## config.mk

```make
export PLATFORM = sky130hd
export DESIGN_NAME = tile_renderer_flat
export DESIGN_NICKNAME = d
export VERILOG_FILES = /design/src/rtl/tile_render_if.sv /design/src/rtl/tile_renderer.sv /design/src/flat_wrapper.sv
export VERILOG_INCLUDE_DIRS = /design/src /design/src/include
export SDC_FILE = /design/constraint.sdc
export NUM_CORES = 1
export LEC_CHECK = 0
export BUFFER_PORTS_ARGS = -buffer_cell sky130_fd_sc_hd__buf_2
export CELL_PAD_IN_SITES_DETAIL_PLACEMENT = 1
export CELL_PAD_IN_SITES_GLOBAL_PLACEMENT = 2
export CORE_UTILIZATION = 31
export CTS_BUF_LIST = sky130_fd_sc_hd__clkbuf_16
export CTS_CLUSTER_DIAMETER = 40
export DETAILED_ROUTE_END_ITERATION = 7
export GPL_TIMING_DRIVEN = 0
export PLACE_DENSITY = 0.89
export REMOVE_ABC_BUFFERS = 1
export SLEW_MARGIN = 20
export SYNTH_ARGS = -nofsm -noshare
export SYNTH_HDL_FRONTEND = slang
export SYNTH_SLANG_ARGS = --single-unit
```

## constraint.sdc

```tcl
create_clock -name clk -period 2.1 [get_ports clk]
set_input_delay 0.42 -clock clk [delete_from_list [all_inputs] [get_ports clk]]
set_output_delay 0.42 -clock clk [all_outputs]
set_load 0.05 [all_outputs]
```

## src/include/tile_gfx_consts.svh

```systemverilog
`ifndef TILE_GFX_CONSTS_SVH
`define TILE_GFX_CONSTS_SVH

// Visible pixels per display line
`define TG_LINE_WIDTH 320

// Tile columns fetched per line, one extra for fine scroll
`define TG_NUM_COLS 41

// First bitmap line relative to vline
`define TG_LINE_OFFSET 15

// Entries in each line buffer bank
`define TG_BUF_DEPTH 512

// VRAM word address width
`define TG_VADDR_W 13

`endif

```

## src/rtl/tile_render_if.sv

```systemverilog
`timescale 1ns/1ns

interface tile_render_if;

    // Driven by the fetcher
    logic [8:0]  render_idx;
    logic [15:0] render_data;
    logic        render_start;
    logic [1:0]  palette;
    logic        hflip;

    // Driven by the renderer
    logic        busy;
    logic        last_pixel;

    modport fetch (
        output render_idx, render_data, render_start, palette, hflip,
        input  busy, last_pixel
    );

    modport render (
        input  render_idx, render_data, render_start, palette, hflip,
        output busy, last_pixel
    );

endinterface

```

## src/rtl/tile_renderer.sv

```systemverilog
`timescale 1ns/1ns

`include "tile_gfx_consts.svh"

module tile_renderer (
    input  logic                 clk,
    input  logic                 reset,

    tile_render_if.render        rif,

    // Line buffer write port
    output logic [8:0]           wr_idx,
    output logic [5:0]           wr_data,
    output logic                 wr_en
);

    logic [15:0] shift_r;
    logic [8:0]  idx_r;
    logic [1:0]  pal_r;
    logic [1:0]  cnt_r;
    logic        busy_r;

    logic [15:0] word_ordered;

    //////////////////////////////
    // Pixel order
    //////////////////////////////

    // Mirrored words have their nibbles swapped end for end,
    // so the shifter always takes the top nibble first
    always_comb begin
        if (rif.hflip) begin
            word_ordered = {rif.render_data[3:0], rif.render_data[7:4],
                            rif.render_data[11:8], rif.render_data[15:12]};
        end else begin
            word_ordered = rif.render_data;
        end
    end

    //////////////////////////////
    // Control
    //////////////////////////////

    always_ff @(posedge clk) begin
        if (reset) begin
            busy_r <= 1'b0;
            cnt_r  <= 2'd0;
        end else if (rif.render_start) begin
            busy_r <= 1'b1;
            cnt_r  <= 2'd0;
        end else if (busy_r) begin
            cnt_r <= cnt_r + 2'd1;
            if (cnt_r == 2'd3) begin
                busy_r <= 1'b0;
            end
        end
    end

    // Word, index and palette of the current render
    always_ff @(posedge clk) begin
        if (rif.render_start) begin
            shift_r <= word_ordered;
            idx_r   <= rif.render_idx;
            pal_r   <= rif.palette;
        end else if (busy_r) begin
            shift_r <= {shift_r[11:0], 4'h0};
        end
    end

    //////////////////////////////
    // Outputs
    //////////////////////////////

    assign rif.busy       = busy_r;
    assign rif.last_pixel = busy_r && (cnt_r == 2'd3);

    assign wr_idx  = idx_r + {7'd0, cnt_r};
    assign wr_data = {pal_r, shift_r[15:12]};

    // Scroll tile pixels wrap past the line end and are dropped
    assign wr_en = busy_r && (wr_idx < 9'(`TG_LINE_WIDTH));

endmodule

```

## src/flat_wrapper.sv

```systemverilog
// flat-port wrapper written by rule: the top's interface ports become plain ports
module tile_renderer_flat 
  (clk, reset, wr_idx, wr_data, wr_en, rif_render_idx, rif_render_data, rif_render_start, rif_palette, rif_hflip, rif_busy, rif_last_pixel);
  tile_render_if rif_i ();
  input  logic clk;
  input  logic reset;
  output logic [8:0] wr_idx;
  output logic [5:0] wr_data;
  output logic wr_en;
  input wire logic [$bits(rif_i.render_idx)-1:0] rif_render_idx;
  input wire logic [$bits(rif_i.render_data)-1:0] rif_render_data;
  input wire logic [$bits(rif_i.render_start)-1:0] rif_render_start;
  input wire logic [$bits(rif_i.palette)-1:0] rif_palette;
  input wire logic [$bits(rif_i.hflip)-1:0] rif_hflip;
  output wire logic [$bits(rif_i.busy)-1:0] rif_busy;
  output wire logic [$bits(rif_i.last_pixel)-1:0] rif_last_pixel;
  assign rif_i.render_idx = rif_render_idx;
  assign rif_i.render_data = rif_render_data;
  assign rif_i.render_start = rif_render_start;
  assign rif_i.palette = rif_palette;
  assign rif_i.hflip = rif_hflip;
  assign rif_busy = rif_i.busy;
  assign rif_last_pixel = rif_i.last_pixel;
  tile_renderer u_core (.clk(clk), .reset(reset), .rif(rif_i), .wr_idx(wr_idx), .wr_data(wr_data), .wr_en(wr_en));
endmodule
```

# Word level (Yosys, flattened, before mapping)
# Index checks and enable logic that the tools add are counted.
totals:
  ff_bits: 30
  latch_bits: 0
  mem_bits_rw: 0
  rom_bits: 0
  inputBits: 31
  output_inout_bits: 18
  elab_cells: 19
  mem_count: 0
classes:
  add_sub_neg: 2
  n_mul: 0
  n_div: 0
  order_cmp: 1
  eq_ne: 1
  shift: 0
  muxes: 6
  bitwise: 0
  n_reduce_logical: 4
op_table:
  columns: ["cell", "count"]
  rows:
  - ["$mux 16", 3]
  - ["$add 9x2->9", 1]
  - ["$lt 9x9->1 const B", 1]
  - ["$mux 1", 3]
  - ["$add 2x1->2 const B", 1]
  - ["$eq 2x2->1 const B", 1]
  - ["$logic_and 1x1->1", 2]
  - ["$reduce_bool 2->1", 1]
  - ["$reduce_or 2->1", 1]

# Longest topological paths before layout
# Gate-level depths: netlist (run 1).
depth:
  word_depth: 4
  ltp_mapped: 6
  depth_no_buf: 6

# Worst setup path before layout (run 1)
# No wires, ideal clock.
synth_timing:
  path_kind: "register to output"
  start: "register u_core.idx_r[1]"
  end: "output port wr_en"
  arrival_time_ns: 2.444
  t_required_ns: 1.680
  setup_slack_ns: -0.764
  path_stages_with_launch: 6
  path_buffers: 0
  path_cell_list: "edfxtp_1 ha_1 and2_1 o2111ai_1 xnor2_1 o22ai_1"
synth_via:
  elab_chain_len: 3
synth_rtl:
  columns: ["item", "line", "source"]
  rows:
  - ["start: declaration", "tile_renderer.sv:18", "logic [8:0] idx_r;"]
  - ["start signal: assignment", "tile_renderer.sv:63", "idx_r <= rif.render_idx;"]
  - ["$add 9x2->9", "tile_renderer.sv:77", "assign wr_idx = idx_r + {7'd0, cnt_r};"]
  - ["named net wr_idx[7]", "flat_wrapper.sv:7", "output logic [8:0] wr_idx;"]
  - ["$lt 9x9->1", "tile_renderer.sv:81", "assign wr_en = busy_r && (wr_idx < 9'(`TG_LINE_WIDTH));"]
  - ["$logic_and 1x1->1", "tile_renderer.sv:81", null]
  - ["end: declaration", "flat_wrapper.sv:9", "output logic wr_en;"]
# The timed path passes the listed nets, and every way through them passes these cells.

# Worst setup path after layout (run 1)
layout_timing:
  start: "register u_core.idx_r[0]"
  end: "output port wr_en"
layout_via:
  elab_chain_len: 3
layout_rtl:
  columns: ["item", "line"]
  rows:
  - ["$add 9x2->9", "tile_renderer.sv:77"]
  - ["$lt 9x9->1", "tile_renderer.sv:81"]
  - ["$logic_and 1x1->1", "tile_renderer.sv:81"]
# Every way passes these cells.

==> results of run 1 <==
timing repair:
action	in CTS	in global routing
resized for setup	17	1
pin swaps	2	3
setup endpoints to repair	8	8
buffers inserted	1	0
routing by layer:
layer  vias to the layer above  track usage (%)
met5                         -                0
met4                         0             8.44
met3                         8             3.70
met2                        44             23.9
met1                       512             16.0
li1                        518                -
flip-flops by register name (all words and copies together), names as in the netlist:
name / count
u_core.cnt_r: 2
u_core.idx_r: 9
u_core.pal_r: 2
u_core.rif.busy: 1
u_core.shift_r: 16
final timing paths:
kind,end,from,cells after the start
worst max-delay path,wr_en,u_core.idx_r[0]$_DFFE_PP_,7
worst min-delay path,u_core.idx_r[2]$_DFFE_PP_,rif_render_idx[2],1
worst max register to register,u_core.shift_r[14]$_DFFE_PP_,u_core.rif.busy$_SDFF_PP0_,1
worst min register to register,u_core.cnt_r[0]$_SDFFE_PP0P_,u_core.cnt_r[0]$_SDFFE_PP0P_,2
kinds of logic after synthesis:
logic type	count (synthesis)	synth area share, %
fa+ha+maj	4	3.88
simple gates	31	10.3
mux	17	11.5
flops	30	58.7
compound gates	18	6.66
xor+xnor	7	4.64
buf+inv	11	4.38
Yosys cell counts (2+ instances only):
cell type	instances
a21oi_1	13
and3_1	2
buf_4	4
clkbuf_1	2
dfxtp_1	3
edfxtp_1	27
ha_1	3
inv_1	2
mux2i_1	17
nand2_1	2
nand3_1	3
nor2_1	14
nor2b_1	4
nor3_1	2
o2111ai_1	2
o21ai_1	2
xnor2_1	5
metrics by stage:
step	cell area, µm²	instances
3_3_place_gp	1730	209
2_1_floorplan	1430	109
3_5_place_dp	1730	209
5_1_grt	1940	218
6_report	1940	218
4_1_cts	1930	218
power by group through the flow:
| stage | Sequential [mW] | Clock [mW] | Combinational, mW |
|---|---|---|---|
| after floorplan | 0.791 | 0 | 0.140 |
| after global placement | 0.750 | 0 | 0.267 |
| after detailed placement | 0.754 | 0 | 0.278 |
| after CTS | 0.746 | 0.665 | 0.291 |
| after global routing | 0.752 | 0.680 | 0.308 |
| final | 0.746 | 0.650 | 0.289 |
final cells by class:
type / count / area (µm²) / share of cell area [%]
sequential: 30 / 872 / 45.1
multi-input combinational: 77 / 586 / 30.3
timing repair buffer: 49 / 269 / 13.9
clock buffer: 5 / 125 / 6.46
tap: 52 / 65.1 / 3.36
clock inverter: 3 / 11.3 / 0.582
inverter: 2 / 7.51 / 0.388
==> results.cfg, run 1 <==
[status]
status = finished, violations left
violations = design-rule violations, negative setup slack

[sta]
min_period_ps = 2520
max_freq_ghz = 0.397
fin_ws_ps = -418
fin_skew_ps = 3.13
setup_viol = 8
tightestPinTransition_ps = 768
slew_viol_final = 0
fin_tns_setup_ps = -1300
slew_headroom_pct = 48.8
rsz0062_at_grt = true
finalCritPeriodShare_pct = 120
hold_violations = 0
timing.hold.ws_ps = 324

[flow_run]
cap_violations = 0

[final_layout]
drive_gt1_share_pct = 39.8
nFillCells = 497
area_growth_pct = 30.4
layout_common_cells = 41 x buf_2, 27 x edfxtp_1, 17 x mux2i_1
layout_commonest_cell = buf_2
nNetsFinal = 200
diodes = 0
utilization_pct = 43.3

[yosys]
synthCells = 118
synth_edf_count = 27
synth-seq-cells = 30
synth_area_leaders = edfxtp_1 55%, mux2i_1 11%, a21oi_1 4.4%
seq_area_frac_synth_pct = 58.7
yosysTopAreaCell = edfxtp_1
ys_types = 28
synth_area_um2 = 1480
syn_avg_cell_area_um2 = 12.6
ys_warn_count = 0
synth_flop_cell = edfxtp_1
synth_top_area_share_pct = 54.6
async_flop_share_pct = 0

[pwr]
p_sw_uw = 453
p_per_area_nw_per_um2 = 871
internal_power_mw = 1.23
clkPwrFrac_pct = 38.6
switching_share_pct = 26.9
power_mw = 1.69
p_comb_share_pct = 17.1
cellLeakagePower_nw = 0.819
ir_drop_mv = 0.353
seq_power_share_pct = 44.3

[drt]
vias = 1082
drt_pass1_iterations = 6
drt_first_iter_violations = 46
met1_length_mm = 1.37
wl_met2_mm = 1.68
wirelength_mm = 3.34
met3_length_um = 205
wl_per_cell_um = 15.3
ant_nets = 0
viasPerCell = 4.96
drc_errors = 5
highest_layer = met4

[clocking]
cts.sinks = 30
cts_hold_buf = 0
clockBufferDepth = 2
numCtsBuffers = 5
clkTransAtPathRegs_ps = 50
clock_tree.root_cell = clkbuf_16
insertion_delay_ps = 270
cts_tree = done
h-tree-depth = 2

[placed_design]
post-place-ws_ps = -322
dpl.hpwl_mm = 2.45
io_buffers = 48
gp_congestion = 0.847

[global_route]
antenna_found_initial = 0
grt_max_degree = 44
grt.overflow.total = 0
grt_pass1_vias = 1165
grt_usage_pct = 14.1
grt_pass1_wl_mm = 5.33

[die]
fp-row-count = 24
core_area_um2 = 4470
die_x_um = 71.2
pin_count = 49
initial_core_util_pct = 33.2
die_y_um = 71.2
dieArea_um2 = 5070

[worst_setup_path]
crit_required_ps = 1680
crit_path_start_kind = register
critPathTopFamily = adder cells
crit_path_end_kind = output port
crit_arrival_ps = 2100
path_class = register to output port
cpPeakStageDelay_ps = 370
cp_max_fo = 2
cp_cell_sequence = ha_2 -> fa_2 -> and3_4 -> and3_4 -> xor2_2 -> o22ai_1 -> buf_4
r2r_slack_ps = 630
crit_slowest_cell = edfxtp_1
path_buf_inv = 1
path_common_cell = and3_4

[min_path]
hp-class = input port to register
(Power assumes the default switching activity.)
==> run 2: changes to the inputs <==
==> constraint.sdc (replaced) <==
create_clock -name clk -period 2.4 [get_ports clk]
set_input_delay 0.48 -clock clk [delete_from_list [all_inputs] [get_ports clk]]
set_output_delay 0.48 -clock clk [all_outputs]
set_load 0.05 [all_outputs]
==> results.cfg, run 2 (synthesis gave the netlist of run 1 again) <==
[status]
status = finished, violations left
violations = design-rule violations, negative setup slack

[clocking]
h-tree-depth = 2
clockBufferDepth = 2
cts.sinks = 30
insertion_delay_ps = 270
clkTransAtPathRegs_ps = 50
clock_tree.root_cell = clkbuf_16
cts_tree = done
numCtsBuffers = 5

[drt]
vias = 1088
drc_errors = 5
ant_nets = 0
drt_pass1_iterations = 6
wl_per_cell_um = 15.2
drt_first_iter_violations = 39
wirelength_mm = 3.31
viasPerCell = 4.99

[pwr]
ir_drop_mv = 0.304
p_comb_share_pct = 16.9
seq_power_share_pct = 44.4
p_per_area_nw_per_um2 = 770
internal_power_mw = 1.07
cellLeakagePower_nw = 0.813
p_sw_uw = 392
clkPwrFrac_pct = 38.7
switching_share_pct = 26.7

[global_route]
antenna_found_initial = 0
grt_max_degree = 44
grt_pass1_wl_mm = 5.23
grt_usage_pct = 13.9
grt.overflow.total = 0
grt_pass1_vias = 1169

[sta]
max_freq_ghz = 0.388
rsz0062_at_grt = true
fin_skew_ps = 3.94
min_period_ps = 2580
hold_violations = 0
timing.hold.ws_ps = 384
tightestPinTransition_ps = 760
fin_tns_setup_ps = -247
slew_viol_final = 0
setup_viol = 3
finalCritPeriodShare_pct = 107
slew_headroom_pct = 49.3
fin_ws_ps = -177

[flow_run]
cap_violations = 0

[worst_setup_path]
crit_path_start_kind = register
path_common_cell = and3_4
crit_required_ps = 1920
cp_cell_sequence = ha_2 -> fa_2 -> and3_4 -> and3_4 -> xor2_2 -> o22ai_1 -> buf_4
cpPeakStageDelay_ps = 370
crit_slowest_cell = edfxtp_1
crit_arrival_ps = 2100
crit_path_end_kind = output port
path_class = register to output port
cp_max_fo = 2

[placed_design]
gp_congestion = 0.847
dpl.hpwl_mm = 2.45
dpl_cell_area_um2 = 1730
dpl.cell_count = 209
io_buffers = 48

[final_layout]
top_regs = u_core.shift_r x16, u_core.idx_r x9
nNetsFinal = 200
largest_register_ffs = 16
largest-register = u_core.shift_r
fin_cells = 218
layout_commonest_cell = buf_2
layout_common_cells = 44 x buf_2, 27 x edfxtp_1, 17 x mux2i_1
area_growth_pct = 28.4
fin_area_um2 = 1910
utilization_pct = 42.6
drive_gt1_share_pct = 36.1
diodes = 0

[die]
core_area_um2 = 4470
pin_count = 49
die_y_um = 71.2
fp-row-count = 24
initial_core_util_pct = 33.2
die_x_um = 71.2
dieArea_um2 = 5070

[min_path]
hp-class = input port to register
run 2: final timing paths:
| check | from | end | slack (ps) | cells after the start |
|---|---|---|---|---|
| max reg2reg | u_core.rif.busy$_SDFF_PP0_ | u_core.shift_r[10]$_DFFE_PP_ | 940 | 1 |
| min | rif_render_idx[2] | u_core.idx_r[2]$_DFFE_PP_ | 380 | 1 |
| min reg2reg | u_core.cnt_r[0]$_SDFFE_PP0P_ | u_core.cnt_r[0]$_SDFFE_PP0P_ | 570 | 2 |
| max | u_core.idx_r[0]$_DFFE_PP_ | wr_en | -180 | 7 |
run 2: per-stage QoR:
| step | power [mW] | worst slack (ps) |
|---|---|---|
| after global placement | 0.890 | -7.75 |
| final | 1.47 | -177 |
| after CTS | 1.48 | -178 |
| after global routing | 1.52 | -260 |
| after detailed placement | 0.904 | -82.4 |
| after floorplan | 0.814 | -524 |
run 2: area by class of cell:
cell class                 count  area, µm²
fill                         500       2570
sequential                    30        871
multi-input combinational     77        564
timing repair buffer          49        262
clock buffer                   5        125
tap                           52       65.1
clock inverter                 3       11.3
inverter                       2       7.51
run 2: critical path: cells and delay by family (launching register included):
kind | cells | cell delay (ps)
AO/OA/AOI/OAI | 1 | 180
XOR/XNOR | 1 | 150
adder cells (fa/ha/maj) | 2 | 560
buffers and inverters | 1 | 220
flip-flops | 1 | 370
AND/OR/NAND/NOR | 2 | 360
run 2: what timing repair did:
| action | CTS | global route |
|---|---|---|
| buffers inserted | 1 | 0 |
| gates resized for setup | 5 | 5 |
| pin swaps | 1 | 2 |
| hold buffers | 0 | 0 |
| cloned | 0 | 0 |
| setup endpoints to repair | 3 | 5 |
run 2: per-layer routing:
layer | wire length, µm | GRT usage [%]
met3 | 209 | 3.70
met1 | 1370 | 15.8
met5 | 0 | 0
met2 | 1610 | 22.5
met4 | 126 | 10.2
run 2: power by group through the flow:
stage	registers, mW	logic [mW]	clock network (mW)
after global placement	0.656	0.234	0
after global routing	0.656	0.266	0.595
after detailed placement	0.660	0.244	0
after CTS	0.651	0.249	0.582
after floorplan	0.692	0.122	0
final	0.651	0.248	0.567
==> run 3: changes to the inputs <==
--- a/config.mk
+++ b/config.mk
@@ -6,7 +6,7 @@
 export SDC_FILE = /design/constraint.sdc
 export NUM_CORES = 1
 export LEC_CHECK = 0
-export BUFFER_PORTS_ARGS = -buffer_cell sky130_fd_sc_hd__buf_2
+export BUFFER_PORTS_ARGS = -buffer_cell sky130_fd_sc_hd__clkbuf_2
 export CELL_PAD_IN_SITES_DETAIL_PLACEMENT = 1
 export CELL_PAD_IN_SITES_GLOBAL_PLACEMENT = 2
 export CORE_UTILIZATION = 31
@@ -16,6 +16,7 @@
 export GPL_TIMING_DRIVEN = 0
 export PLACE_DENSITY = 0.89
 export REMOVE_ABC_BUFFERS = 1
+export SETUP_SLACK_MARGIN = 0.1
 export SLEW_MARGIN = 20
 export SYNTH_ARGS = -nofsm -noshare
 export SYNTH_HDL_FRONTEND = slang
==> results.cfg, run 3 (synthesis gave the netlist of run 1 again) <==
[status]
status = finished, violations left
violations = design-rule violations, negative setup slack

[min_path]
hp-class = input port to register

[pwr]
power_mw = 1.48
ir_drop_mv = 0.373
p_per_area_nw_per_um2 = 746
cellLeakagePower_nw = 0.846

[sta]
hold_violations = 0
fin_skew_ps = 1.09
fin_tns_setup_ps = -229
rsz0062_at_grt = true
slew_viol_final = 0
fin_ws_ps = -153
slew_headroom_pct = 44.0
setup_viol = 2
min_period_ps = 2550
finalCritPeriodShare_pct = 106
tightestPinTransition_ps = 840
max_freq_ghz = 0.392

[global_route]
grt_busiest_layer = met2
grt_use_met1_pct = 16.8
grt_max_degree = 44
grt_pass1_wl_mm = 5.31
met2_usage_pct = 24.1
grt_usage_pct = 14.0
grt_use_met3_pct = 3.70
grt.overflow.total = 0
grt_pass1_vias = 1167
antenna_found_initial = 0

[clocking]
clockBufferDepth = 2
insertion_delay_ps = 260
cts_tree = done
h-tree-depth = 2
clkTransAtPathRegs_ps = 50
clock_tree.root_cell = clkbuf_16
cts.sinks = 30
numCtsBuffers = 5
cts_hold_buf = 0

[placed_design]
gp_congestion = 0.840
io_buffers = 48
dpl.hpwl_mm = 2.37

[die]
core_area_um2 = 4470
die_x_um = 71.2
die_y_um = 71.2
pin_count = 49
fp-row-count = 24
initial_core_util_pct = 33.2
dieArea_um2 = 5070

[drt]
ant_nets = 0
drt_pass1_iterations = 6
drc_errors = 5
wirelength_mm = 3.24
viasPerCell = 4.87
wl_per_cell_um = 14.9
vias = 1062
drt_first_iter_violations = 34

[final_layout]
top_regs = u_core.shift_r x16, u_core.idx_r x9
drive_gt1_share_pct = 41.6
largest-register = u_core.shift_r
area_growth_pct = 33.7
diodes = 0
seqCellArea_um2 = 872
nFillCells = 496
multiInputGateArea_um2 = 607
layout_commonest_cell = clkbuf_2
layout_common_cells = 40 x clkbuf_2, 27 x edfxtp_1, 17 x mux2i_1
largest_register_ffs = 16
nNetsFinal = 200

[worst_setup_path]
cp_cell_sequence = ha_4 -> fa_2 -> and3_4 -> and3_4 -> xor2_2 -> o22ai_2 -> buf_8
cp_max_fo = 2
cpPeakStageDelay_ps = 410
crit_slowest_cell = edfxtp_1
path_class = register to output port
crit_required_ps = 1920
crit_arrival_ps = 2070
crit_path_start_kind = register
path_common_cell = and3_4
crit_path_end_kind = output port

[flow_run]
cap_violations = 0
## run 3: cell count changes in the layout (fill, tap and decap cells not counted), sizes merged
cell / change
buf: -43
clkbuf: +43
clkinv: +1
inv: -1
## run 3: critical path: cells and delay by family (launching register included)
kind / cells / cell delay (ps)
xor gates and xnor gates: 1 / 150
adders and majority gates: 2 / 540
DFF: 1 / 410
and+or+nand+nor: 2 / 350
AOI/OAI and AO/OA: 1 / 180
buffers and inverters: 1 / 170
## run 3: routing by layer
metal  up-vias  part of all wire (%)
met4         0                   1.5
met1       494                    41
li1        523                     -
met2        41                    52
met5         -                     0
met3         4                   5.5
## run 3: repair_timing
| action | CTS | global route |
|---|---|---|
| buffers inserted | 1 | 0 |
| pin swaps | 1 | 4 |
| gates resized for setup | 15 | 15 |
| endpoints found under the setup margin | 6 | 8 |
## run 3: final timing paths
kind,to,start,cells past startpoint,slack (ps)
worst max-delay path,wr_en,u_core.idx_r[0]$_DFFE_PP_,7,-150
worst min-delay path,u_core.idx_r[0]$_DFFE_PP_,rif_render_idx[0],1,390
worst max register to register,u_core.shift_r[1]$_SDFFCE_PN0P_,u_core.rif.busy$_SDFF_PP0_,1,920
worst min register to register,u_core.shift_r[11]$_DFFE_PP_,u_core.shift_r[7]$_DFFE_PP_,2,580
## run 3: stage by stage
stage          setup WS (ps)  hold WS (ps)  cells  instance area, µm²  util (%)
2_1_floorplan           -524           522    109                1430         -
3_3_place_gp           -33.5           543    209                1730      38.7
3_5_place_dp           -68.4           570    209                1730      38.7
4_1_cts                 -150           382    218                1940      43.3
5_1_grt                 -209           378    218                1980      44.4
6_report                -153           389    218                1980      44.4
## run 3: power by group
| part | internal (mW) | total, mW | switching (mW) | leakage, nW |
|---|---|---|---|---|
| combinational | 0.0899 | 0.263 | 0.173 | 0.480 |
| clock | 0.372 | 0.563 | 0.191 | 0.0724 |
| sequential | 0.626 | 0.654 | 0.0278 | 0.294 |
## run 3: final cells by class
type	count	area share, %
repair buffers	49	14.9
inverters	2	0.378
well taps	52	3.28
flip-flops and latches	30	43.9
clock inverters	3	0.631
clock buffers	5	6.31
multi-input cells	77	30.6
