--- src/include/tile_gfx_consts.svh ---
`ifndef TILE_GFX_CONSTS_SVH
`define TILE_GFX_CONSTS_SVH

// Visible pixels per display line
`define TG_LINE_WIDTH 320

// Tile columns fetched per line, one extra for fine scroll
`define TG_NUM_COLS 41

// First bitmap line relative to vline
`define TG_LINE_OFFSET 15

// Entries in each line buffer bank
`define TG_BUF_DEPTH 512

// VRAM word address width
`define TG_VADDR_W 13

`endif

--- src/rtl/tile_gfx_pkg.sv ---
package tile_gfx_pkg;

    // Per-column fetch sequence
    typedef enum logic [1:0] {
        FETCH_MAP   = 2'd0,
        FETCH_PAT_A = 2'd1,
        FETCH_PAT_B = 2'd2,
        FETCH_DONE  = 2'd3
    } fetch_state_t;

    // One word of the tile map, MSB first
    typedef struct packed {
        logic       unused_hi;
        // Priority bit, no sprites here so it has no effect
        logic       prio;
        logic [1:0] palette;
        logic       unused_lo;
        logic       vflip;
        logic       hflip;
        logic [8:0] tile_idx;
    } map_entry_t;

endpackage

--- src/rtl/tile_render_if.sv ---
`timescale 1ns/1ns

interface tile_render_if;

    // Driven by the fetcher
    logic [8:0]  render_idx;
    logic [15:0] render_data;
    logic        render_start;
    logic [1:0]  palette;
    logic        hflip;

    // Driven by the renderer
    logic        busy;
    logic        last_pixel;

    modport fetch (
        output render_idx, render_data, render_start, palette, hflip,
        input  busy, last_pixel
    );

    modport render (
        input  render_idx, render_data, render_start, palette, hflip,
        output busy, last_pixel
    );

endinterface

--- src/rtl/tile_fetcher.sv ---
`timescale 1ns/1ns

`include "tile_gfx_consts.svh"

module tile_fetcher (
    input  logic                   clk,
    input  logic                   reset,

    input  logic                   start,
    input  logic [8:0]             scrx,
    input  logic [7:0]             scry,
    input  logic [7:0]             vline,

    // Synchronous VRAM, vaddr is the address for the next cycle
    output logic [`TG_VADDR_W-1:0] vaddr,
    input  logic [15:0]            vdata,

    output logic                   line_busy,

    tile_render_if.fetch           rif
);

    tile_gfx_pkg::fetch_state_t state_r, state_next;
    tile_gfx_pkg::map_entry_t   map_r, map_next;
    tile_gfx_pkg::map_entry_t   entry;

    logic [`TG_VADDR_W-1:0] vaddr_r, vaddr_next;
    logic [5:0]             col_r, col_next;
    logic [5:0]             col_cnt_r, col_cnt_next;
    logic [8:0]             idx_r, idx_next;
    logic                   busy_r, busy_next;
    logic                   render_go;
    logic                   can_start;

    logic [7:0]             bm_line;
    logic [7:0]             t_line;
    logic [2:0]             tile_row;
    logic [`TG_VADDR_W-1:0] pat_first;
    logic [`TG_VADDR_W-1:0] pat_second;

    //////////////////////////////
    // Address arithmetic
    //////////////////////////////

    assign bm_line = vline - 8'(`TG_LINE_OFFSET);
    assign t_line  = bm_line + scry;

    // Map word arrives on vdata while in FETCH_MAP
    assign entry = (state_r == tile_gfx_pkg::FETCH_MAP) ?
                   tile_gfx_pkg::map_entry_t'(vdata) : map_r;

    assign tile_row   = entry.vflip ? ~t_line[2:0] : t_line[2:0];
    assign pat_first  = {entry.tile_idx, tile_row, entry.hflip};
    assign pat_second = {entry.tile_idx, tile_row, ~entry.hflip};

    function automatic logic [`TG_VADDR_W-1:0] map_addr(input logic [4:0] row,
                                                          input logic [5:0] col);
        return {2'b00, row, col};
    endfunction

    assign can_start = !rif.busy || rif.last_pixel;

    //////////////////////////////
    // Fetch FSM
    //////////////////////////////

    always_comb begin
        state_next   = state_r;
        map_next     = map_r;
        vaddr_next   = vaddr_r;
        col_next     = col_r;
        col_cnt_next = col_cnt_r;
        idx_next     = idx_r;
        busy_next    = busy_r;
        render_go    = 1'b0;

        if (start) begin
            // Restart the line at the coarse scroll column
            state_next   = tile_gfx_pkg::FETCH_MAP;
            vaddr_next   = map_addr(t_line[7:3], scrx[8:3]);
            col_next     = scrx[8:3];
            col_cnt_next = 6'd0;
            idx_next     = 9'd0 - {6'd0, scrx[2:0]};
            busy_next    = 1'b1;
        end else if (busy_r) begin
            case (state_r)
                tile_gfx_pkg::FETCH_MAP: begin
                    map_next     = entry;
                    vaddr_next   = pat_first;
                    col_next     = col_r + 6'd1;
                    col_cnt_next = col_cnt_r + 6'd1;
                    state_next   = tile_gfx_pkg::FETCH_PAT_A;
                end

                // Address is held while stalled, so vdata stays valid
                tile_gfx_pkg::FETCH_PAT_A: begin
                    if (can_start) begin
                        render_go  = 1'b1;
                        vaddr_next = pat_second;
                        state_next = tile_gfx_pkg::FETCH_PAT_B;
                    end
                end

                tile_gfx_pkg::FETCH_PAT_B: begin
                    if (can_start) begin
                        render_go  = 1'b1;
                        vaddr_next = map_addr(t_line[7:3], col_r);
                        if (col_cnt_r == 6'(`TG_NUM_COLS)) begin
                            state_next = tile_gfx_pkg::FETCH_DONE;
                        end else begin
                            state_next = tile_gfx_pkg::FETCH_MAP;
                        end
                    end
                end

                tile_gfx_pkg::FETCH_DONE: begin
                    // Line ends with the final pixel written
                    if (rif.last_pixel) begin
                        busy_next = 1'b0;
                    end
                end

                default: begin
                    state_next = tile_gfx_pkg::FETCH_DONE;
                end
            endcase

            if (render_go) begin
                idx_next = idx_r + 9'd4;
            end
        end
    end

    always_ff @(posedge clk) begin
        if (reset) begin
            state_r   <= tile_gfx_pkg::FETCH_DONE;
            vaddr_r   <= '0;
            col_r     <= 6'd0;
            col_cnt_r <= 6'd0;
            idx_r     <= 9'd0;
            busy_r    <= 1'b0;
        end else begin
            state_r   <= state_next;
            vaddr_r   <= vaddr_next;
            col_r     <= col_next;
            col_cnt_r <= col_cnt_next;
            idx_r     <= idx_next;
            busy_r    <= busy_next;
        end
    end

    always_ff @(posedge clk) begin
        map_r <= map_next;
    end

    //////////////////////////////
    // Outputs
    //////////////////////////////

    assign vaddr     = vaddr_next;
    assign line_busy = busy_r;

    assign rif.render_start = render_go;
    assign rif.render_idx   = idx_r;
    assign rif.render_data  = vdata;
    assign rif.palette      = map_r.palette;
    assign rif.hflip        = map_r.hflip;

endmodule

--- src/flat_wrapper.sv ---
// flat-port wrapper written by rule: the top's interface ports become plain ports
module tile_fetcher_flat 
  (clk, reset, start, scrx, scry, vline, vaddr, vdata, line_busy, rif_render_idx, rif_render_data, rif_render_start, rif_palette, rif_hflip, rif_busy, rif_last_pixel);
  tile_render_if rif_i ();
  input  logic clk;
  input  logic reset;
  input  logic start;
  input  logic [8:0] scrx;
  input  logic [7:0] scry;
  input  logic [7:0] vline;
  output logic [`TG_VADDR_W-1:0] vaddr;
  input  logic [15:0] vdata;
  output logic line_busy;
  output wire logic [$bits(rif_i.render_idx)-1:0] rif_render_idx;
  output wire logic [$bits(rif_i.render_data)-1:0] rif_render_data;
  output wire logic [$bits(rif_i.render_start)-1:0] rif_render_start;
  output wire logic [$bits(rif_i.palette)-1:0] rif_palette;
  output wire logic [$bits(rif_i.hflip)-1:0] rif_hflip;
  input wire logic [$bits(rif_i.busy)-1:0] rif_busy;
  input wire logic [$bits(rif_i.last_pixel)-1:0] rif_last_pixel;
  assign rif_render_idx = rif_i.render_idx;
  assign rif_render_data = rif_i.render_data;
  assign rif_render_start = rif_i.render_start;
  assign rif_palette = rif_i.palette;
  assign rif_hflip = rif_i.hflip;
  assign rif_i.busy = rif_busy;
  assign rif_i.last_pixel = rif_last_pixel;
  tile_fetcher u_core (.clk(clk), .reset(reset), .start(start), .scrx(scrx), .scry(scry), .vline(vline), .vaddr(vaddr), .vdata(vdata), .line_busy(line_busy), .rif(rif_i));
endmodule
--- config.mk ---
export PLATFORM = sky130hd
export DESIGN_NAME = tile_fetcher_flat
export DESIGN_NICKNAME = d
export VERILOG_FILES = /design/src/rtl/tile_gfx_pkg.sv /design/src/rtl/tile_render_if.sv /design/src/rtl/tile_fetcher.sv /design/src/flat_wrapper.sv
export VERILOG_INCLUDE_DIRS = /design/src /design/src/include
export SDC_FILE = /design/constraint.sdc
export NUM_CORES = 1
export LEC_CHECK = 0
export BUFFER_PORTS_ARGS = -buffer_cell sky130_fd_sc_hd__buf_2
export CAP_MARGIN = 20
export CORE_AREA = 2 2 83 85
export DETAILED_ROUTE_END_ITERATION = 8
export DIE_AREA = 0 0 85 87
export HOLD_SLACK_MARGIN = 0.1
export PLACE_DENSITY = 0.78
export REMOVE_ABC_BUFFERS = 1
export SYNTH_ARGS = -nofsm -noshare
export SYNTH_HDL_FRONTEND = slang
export SYNTH_SLANG_ARGS = --single-unit
--- constraint.sdc ---
create_clock -name clk -period 3.2 [get_ports clk]
set_clock_uncertainty 0.2 [all_clocks]
set_input_delay 0.48 -clock clk [delete_from_list [all_inputs] [get_ports clk]]
set_output_delay 0.48 -clock clk [all_outputs]
set_load 0.02 [all_outputs]
# Word level (Yosys, flattened, before mapping)

Index checks and enable logic that the tools add are counted.

Input port bits: 46
Flip-flop bits (word level): 50
Word-level logic and storage cells: 68
Output and inout port bits: 43

Reduce and logical (&&, ||, !) cells: 14
Multiplexer cells: 29
Bitwise gates (word level): 3
Add/subtract/negate cells: 6
Equal/unequal tests: 6

Operators by type and width:

| operator            | count |
|---|---|
| $mux 13             | 4 |
| $pmux 13 s3         | 1 |
| $mux 9              | 3 |
| $mux 6              | 3 |
| $add 6x1->6 const B | 2 |
| $mux 11             | 1 |
| $mux 1              | 10 |
| $mux 2              | 5 |
| $add 9x3->9 const B | 1 |
| $add 8x8->8         | 1 |
| $sub 8x4->8 const B | 1 |
| $eq 6x6->1 const B  | 1 |
| $ne 3x2->1 const B  | 2 |
| $pmux 2 s3          | 1 |
| $reduce_and 2->1    | 3 |
| $reduce_bool 2->1   | 3 |
| $eq 2x2->1 const B  | 2 |
| $reduce_and 4->1    | 1 |
| $reduce_bool 4->1   | 1 |
| $reduce_or 2->1     | 2 |
| $sub 1x3->4 const A | 1 |
| $mux 3              | 1 |
| $not 3->3           | 1 |
| $reduce_and 3->1    | 1 |
| 5 further kinds     | 6 |

# Logic depth before layout (Yosys ltp)

Gate-level depths: netlist of the first run.

Word-level depth: 9
Depth in mapped cells: 10
Depth with buffers taken out: 10

# Least setup slack after synthesis of the first run

No wires, ideal clock.

Path kind: input-to-output
Start point: input port scry[1]
End point: output port vaddr[3]
Arrival time: 2152 ps
Cell stages on the path: 7
Data required time: 2520 ps
Path slack: 368 ps
Buffers on the path: 0
Cells stage by stage: ha_1 > ha_1 > fa_1 > xor2_1 > o21ai_1 > a221oi_1 > a21oi_1

Word-level cells in the longest chain between the ends: 7

RTL lines:

| element         | line               | text |
|---|---|---|
| from (decl)     | flat_wrapper.sv:9  | `input logic [7:0] scry;` |
| $add 8x8->8 (*) | tile_fetcher.sv:46 | `assign t_line = bm_line + scry;` |
| $not 3->3       | tile_fetcher.sv:52 | `assign tile_row = entry.vflip ? ~t_line[2:0] : t_line[2:0];` |
| $mux 3 (*)      | tile_fetcher.sv:52 |  |
| $mux 13         | tile_fetcher.sv:97 | `if (can_start) begin` |
| $pmux 13 s3 (*) | tile_fetcher.sv:86 | `case (state_r)` |
| $mux 13 (*)     | tile_fetcher.sv:85 | `end else if (busy_r) begin` |
| $mux 13 (*)     | tile_fetcher.sv:77 | `if (start) begin` |
| to (decl)       | flat_wrapper.sv:11 | `` output logic [`TG_VADDR_W-1:0] vaddr; `` |

Mark *: on every way between the ends. The rest lies on a longest branch, timed or not.

# Final worst setup path of the first run

Start point: input port scry[2]
End point: output port vaddr[9]

Word-level cells in the longest chain between the ends: 5

RTL lines:

| element         | line                | text |
|---|---|---|
| $add 8x8->8 (*) | tile_fetcher.sv:46  |  |
| $mux 13         | tile_fetcher.sv:105 | `if (can_start) begin` |
| $pmux 13 s3     | tile_fetcher.sv:86  |  |
| $mux 13         | tile_fetcher.sv:85  |  |
| $mux 13 (*)     | tile_fetcher.sv:77  |  |

Marked as above.

==> flow_summary.json, run 1 <==
{
  "grt_remaining_overflow": 0,
  "clk_pin_slew_worst_paths_ns": 0.10,
  "element_type_at_the_critical_path_end": "output port",
  "synth.yosys.warnings": 0,
  "detailedRoute.firstPassIterationCount": 4,
  "ys_seq_elements": 50,
  "grt_pass1_wl_mm": 12.90,
  "dp_hpwl_mm": 5.673,
  "placedInstanceArea_um2": 3666,
  "synth_edf_count": 13,
  "core_area_um2": 6569,
  "antenna_violating_nets_post_route": 0,
  "die_y_um": 87,
  "tritoncts": "built",
  "io_buffers": 82,
  "cp.required_ns": 2.52,
  "design.portCount": 89,
  "antenna_violations_before_repair": 0,
  "worst_margin_slew_ns": 0.5918,
  "post-cts-setup-buffer-count": 0,
  "clock_sinks": 50,
  "synth.area.top_cells": "sky130_fd_sc_hd__dfxtp_1 22%, sky130_fd_sc_hd__edfxtp_1 12%, sky130_fd_sc_hd__ha_1 8.6%",
  "start_util_pct": 50.76,
  "synth_seq_area_share_pct": 33.92,
  "final_setup_viols": 0,
  "worst_path_largest_cell_delay_ns": 0.36,
  "ctsRootBufferMaster": "sky130_fd_sc_hd__clkbuf_8",
  "max_cap_violations": 0,
  "cts-buffers-inserted": 5,
  "reg2reg_from": "u_core.state_r[0]",
  "cts-htree-levels": 2,
  "die_width_um": 85,
  "route.detailed.drc": 0,
  "period_share_pct": 97.54,
  "pins_over_slew_limit": 0,
  "syn-mean-instance-area_um2": 8.528,
  "irDropWorstVdd_v": 0.0002767,
  "post_synth_instance_area_um2": 3334,
  "viasPerCell": 5.575,
  "result_of_the_run": "finished clean",
  "data_arrival_critical_path_ns": 2.44,
  "first_global_vias": 2916,
  "design.die.area_um2": 7395,
  "min_period_ns": 3.121,
  "drt-total-wl_mm": 7.744,
  "cellLeakagePower_uw": 0.001741,
  "finalNetCount": 523,
  "area.growth.synth_to_final_pct": 13.85,
  "max_clock_freq_mhz": 320.4,
  "post_route_cells_drive_above_1_share_pct": 25.99,
  "final_core_density_pct": 57.79,
  "layout.cell_area.non_filler_um2": 3796,
  "worst_skew_pair_later_pin_latency_ns": 0.31,
  "ys_async_sr_fraction_pct": 0,
  "report.final.hold_viol_count": 0,
  "powerDensity_nw_per_um2": 405.4,
  "start_kind": "primary input",
  "grt_start_max_net_pins": 27,
  "holdCritStartpoint": "vdata[12]",
  "crit_start": "scry[2]",
  "vias": 2977,
  "syn_inst_count": 391,
  "post_drt_wl_per_cell_um": 14.50,
  "post_synthesis_cell_type_with_the_largest_combined_area": "sky130_fd_sc_hd__dfxtp_1",
  "fp-row-count": 30,
  "netlist-cell-type-count": 61,
  "postSynth.topFlopCell": "sky130_fd_sc_hd__dfxtp_1",
  "critPathKind": "in2out",
  "diodes": 0,
  "hold_path.class": "in2reg",
  "detail_route.iter0.violations": 211,
  "globalplace.congestion": 0.8282,
  "slew_headroom_pct": 59.99,
  "critical-path-slowest-cell": "sky130_fd_sc_hd__nor4b_1",
  "grt_use_total_pct": 21.25,
  "postLayoutSetupSlackWorst_ns": 0.07866,
  "crit_path_cell_trace": "buf_2 > ha_1 > ha_1 > a211oi_1 > nor2_1 > nor4b_1 > a2111oi_2 > buf_4 > nor2_1 > buf_2",
  "cts-root-to-sink-buffers": 2,
  "dp_slack_ns": 0.006543,
  "netlist.area_leader.share_pct": 22.21,
  "crit_fanout": 3
}
[repair_timing]
action	4_1_cts	5_1_grt
hold buffers	0	0
setup endpoints to repair	0	6
resized for setup	0	9
[through the flow]
| stage | setup TNS, ns | hold WS [ns] | power (µW) | instances |
|---|---|---|---|---|
| after CTS | 0 | 0.1483 | 1535 | 534 |
| after global placement | 0 | 0.2679 | 1161 | 526 |
| final | 0 | 0.1523 | 1539 | 534 |
| after floorplan | 0 | 0.2531 | 996.9 | 351 |
| after detailed placement | 0 | 0.2724 | 1173 | 526 |
| after global routing | -0.04794 | 0.1461 | 1625 | 534 |
[per-layer routing]
metal / global-route usage [%] / up-vias / part of all wire [%]
met5: 0 / - / 0
met2: 37.00 / 101 / 49
met1: 25.99 / 1375 / 42
met3: 2.654 / 17 / 5.8
met4: 10.39 / 0 / 2.3
li1: - / 1484 / -
[worst paths after layout]
kind,to,slack [ns],depth (start not counted)
max,vaddr[9],0.08,10
min,u_core.rif.palette[0],0.15,1
max reg2reg,u_core.vaddr_r[2],0.99,7
min reg2reg,u_core.col_cnt_r[5],0.28,2
[registers in the layout, indices dropped and copies added, names as in the netlist]
name and cells:
u_core.col_cnt_r 6, u_core.rif.palette 2, u_core.line_busy 1, u_core.rif.render_idx 9, u_core.rif.hflip 1, u_core.state_r 2, u_core.col_r 6, u_core.map_r 10
u_core.vaddr_r 13
[worst max-delay path, delay by kind of cell]
family,cells,cell delay [ns]
AO/OA/AOI/OAI,2,0.34
adder cells (fa/ha/maj),2,0.64
AND/OR/NAND/NOR,3,0.57
buffers and inverters,3,0.42
[cell usage after synthesis, drive strengths merged (3+ instances only)]
cell type	instances
dfxtp	37
inv	36
buf	35
nand2	30
nor2	30
o21ai	27
a21oi	23
ha	23
edfxtp	13
nand3	11
xnor2	10
xor2	9
a21o	8
a211oi	7
o211ai	7
a31oi	6
nand4	6
nor2b	6
a221oi	5
and3	5
clkbuf	5
nand2b	5
o22ai	5
mux2i	4
nor3	4
a22oi	3
and2	3
[cells by family after synthesis]
family                   after synthesis  synth area share [%]
AND/OR/NAND/NOR                      110                 16.74
XOR/XNOR                              19                 4.991
buffers and inverters                 76                 12.35
AO/OA/AOI/OAI                        107                 20.86
multiplexers                           5                 1.914
adder cells (fa/ha/maj)               24                 9.231
flip-flops                            50                 33.92
[placed cells by master (no fill, tap or decap), types with 3 or more instances in the layout]
cell	instances
sky130_fd_sc_hd__inv_1	36
sky130_fd_sc_hd__a31oi_1	6
sky130_fd_sc_hd__o21ai_1	3
sky130_fd_sc_hd__edfxtp_1	13
sky130_fd_sc_hd__nor2b_1	6
sky130_fd_sc_hd__buf_4	14
sky130_fd_sc_hd__a221oi_1	4
sky130_fd_sc_hd__a21o_1	8
sky130_fd_sc_hd__nand4_1	5
sky130_fd_sc_hd__nand2b_1	4
sky130_fd_sc_hd__a22oi_1	3
sky130_fd_sc_hd__xor2_1	9
sky130_fd_sc_hd__nand3_1	11
sky130_fd_sc_hd__o211ai_1	7
sky130_fd_sc_hd__nor2_1	30
sky130_fd_sc_hd__nand2_1	30
sky130_fd_sc_hd__nor3_1	4
sky130_fd_sc_hd__o22ai_1	5
sky130_fd_sc_hd__mux2i_1	3
sky130_fd_sc_hd__dfxtp_1	37
sky130_fd_sc_hd__a21oi_1	22
sky130_fd_sc_hd__xnor2_1	10
sky130_fd_sc_hd__buf_2	81
sky130_fd_sc_hd__clkbuf_8	5
sky130_fd_sc_hd__ha_1	20
sky130_fd_sc_hd__and3_1	4
sky130_fd_sc_hd__o21ai_0	23
sky130_fd_sc_hd__a211oi_1	7
[layout make-up]
class                   count  area [µm²]
flip-flops and latches     50        1131
repair buffers             95       510.5
clock buffers               5       68.82
inverters                  36       135.1
well taps                  80       100.1
multi-input cells         265        1834
clock inverters             3       16.27
fillers                   600        2773
[power by group]
group / leakage [µW] / switching (µW) / internal, µW
Clock: 0.0000416 / 213 / 150
Sequential: 0.000423 / 27.0 / 683
Combinational: 0.00128 / 272 / 193
No activity file was read; power rests on OpenSTA's default activity.
==> inputs of run 2 (changes only) <==
--- a/config.mk
+++ b/config.mk
@@ -9,6 +9,7 @@
 export BUFFER_PORTS_ARGS = -buffer_cell sky130_fd_sc_hd__buf_2
 export CAP_MARGIN = 20
 export CORE_AREA = 2 2 83 85
+export CTS_BUF_LIST = sky130_fd_sc_hd__clkbuf_16
 export DETAILED_ROUTE_END_ITERATION = 8
 export DIE_AREA = 0 0 85 87
 export HOLD_SLACK_MARGIN = 0.1
==> run 2 against run 1 <==
Net effect: clock power grew 42%; wire length fell by 0.26%; worst setup slack improved by 0.015 ns; maximum frequency increased by 0.49%; register-to-register slack hardly changed; non-clock buffer count is the same; core utilization rose by 0.69 points; critical path type unchanged; largest cell class unchanged.
==> flow_summary.json, run 2 (synthesis results as in run 1) <==
{
  "result_of_the_run": "finished clean",
  "element_type_at_the_critical_path_end": "output port",
  "dp_hpwl_mm": 5.673,
  "ctsRootBufferMaster": "sky130_fd_sc_hd__clkbuf_16",
  "cellLeakagePower_uw": 0.001768,
  "cts-buffers-inserted": 5,
  "cts-root-to-sink-buffers": 2,
  "power_uw": 1692,
  "mostFrequentLayoutCells": "82 x sky130_fd_sc_hd__buf_2, 37 x sky130_fd_sc_hd__dfxtp_1, 36 x sky130_fd_sc_hd__inv_1",
  "tritoncts": "built",
  "grt_start_max_net_pins": 27,
  "post_drt_wl_per_cell_um": 14.46,
  "sum_of_negative_setup_slack_ns": 0,
  "detail_route.iter0.violations": 171,
  "die_width_um": 85,
  "vias": 2951,
  "design.portCount": 89,
  "regMostFlops": "u_core.vaddr_r",
  "drt-total-wl_mm": 7.724,
  "irDropWorstVdd_v": 0.0002918,
  "detailedRoute.firstPassIterationCount": 6,
  "post-cts-setup-buffer-count": 0,
  "die_y_um": 87,
  "cp.required_ns": 2.52,
  "min_period_ns": 3.106,
  "final_core_density_pct": 58.48,
  "crit_fanout": 5,
  "max_clock_freq_mhz": 322.0,
  "final_setup_viols": 0,
  "max_cap_violations": 0,
  "finalNetCount": 523,
  "design.die.area_um2": 7395,
  "largest_reg_flops": 13,
  "grt_remaining_overflow": 0,
  "critPathKind": "in2out",
  "clock_sinks": 50,
  "area.growth.synth_to_final_pct": 15.20,
  "start_util_pct": 50.76,
  "pins_over_slew_limit": 0,
  "dp_slack_ns": 0.006543,
  "fp-row-count": 30,
  "worst_margin_slew_ns": 0.6055,
  "hold_path.class": "in2reg",
  "data_arrival_critical_path_ns": 2.43,
  "diodes": 0,
  "viasPerCell": 5.526,
  "report.final.hold_viol_count": 0,
  "placedCellCount": 526,
  "core_area_um2": 6569,
  "mostFrequentLayoutCell": "sky130_fd_sc_hd__buf_2",
  "slew_headroom_pct": 59.06,
  "antenna_violations_before_repair": 0,
  "route.detailed.drc": 0,
  "post_route_cells_drive_above_1_share_pct": 26.21,
  "start_kind": "primary input",
  "postLayoutSetupSlackWorst_ns": 0.09393,
  "clk_pin_slew_worst_paths_ns": 0.07,
  "cts-htree-levels": 2,
  "powerDensity_nw_per_um2": 440.4,
  "grt_use_total_pct": 21.23,
  "first_global_vias": 2872,
  "grt_pass1_wl_mm": 12.85,
  "antenna_violating_nets_post_route": 0,
  "period_share_pct": 97.06,
  "worst_skew_pair_later_pin_latency_ns": 0.29,
  "globalplace.congestion": 0.8282,
  "setup_repair_after_global_routing_missed_its_margin": "no",
  "stdcell_count": 534,
  "io_buffers": 82
}
[run 2: timing repair]
item,in CTS,in global routing
resized for setup,0,8
setup endpoints to repair,0,6
hold buffers,0,0
hold endpoints to repair,0,0
[run 2: worst paths after layout]
path,depth (start not counted),startpoint,endpoint,slack [ns]
worst max-delay path,12,scry[5],vaddr[9],0.09
worst min-delay path,1,vdata[12],u_core.rif.palette[0],0.18
worst max register to register,7,u_core.state_r[0],u_core.vaddr_r[2],0.99
worst min register to register,2,u_core.col_cnt_r[5],u_core.col_cnt_r[5],0.28
[run 2: layout make-up]
class                      instances  area, µm²
clock buffer                       5      125.1
clock inverter                     3      16.27
fill                             588       2728
inverter                          36      135.1
multi-input combinational        265       1826
sequential                        50       1131
tap                               80      100.1
timing repair buffer              95      508.0
[run 2: worst max-delay path, cell delays in order]
cell                        delay, ns
sky130_fd_sc_hd__buf_2           0.08
sky130_fd_sc_hd__inv_1           0.03
sky130_fd_sc_hd__ha_1            0.26
sky130_fd_sc_hd__inv_1           0.03
sky130_fd_sc_hd__ha_1            0.36
sky130_fd_sc_hd__nor2b_1         0.18
sky130_fd_sc_hd__a21oi_1         0.15
sky130_fd_sc_hd__o21ai_0         0.11
sky130_fd_sc_hd__a2111oi_2       0.36
sky130_fd_sc_hd__buf_4           0.17
sky130_fd_sc_hd__nor2_1          0.03
sky130_fd_sc_hd__buf_2           0.17
[run 2: report_power, final]
group	internal [µW]	switching, µW	total, µW
combinational	192	273	465
sequential	683	26.8	710
clock	286	231	517
total	1160	531	1690
[run 2: metal layers]
layer | wire (µm) | track usage, % | up-vias
li1 | - | - | 1478
met3 | 453 | 2.938 | 17
met5 | 0 | 0 | -
met2 | 3810 | 36.65 | 101
met1 | 3277 | 26.33 | 1355
met4 | 182 | 9.668 | 0
[run 2: metrics by stage]
step	hold slack [ns]	instance area (µm²)
final	0.1775	3841
after global routing	0.1712	3841
after CTS	0.1732	3807
after detailed placement	0.2724	3666
after global placement	0.2679	3666
after floorplan	0.2531	3058
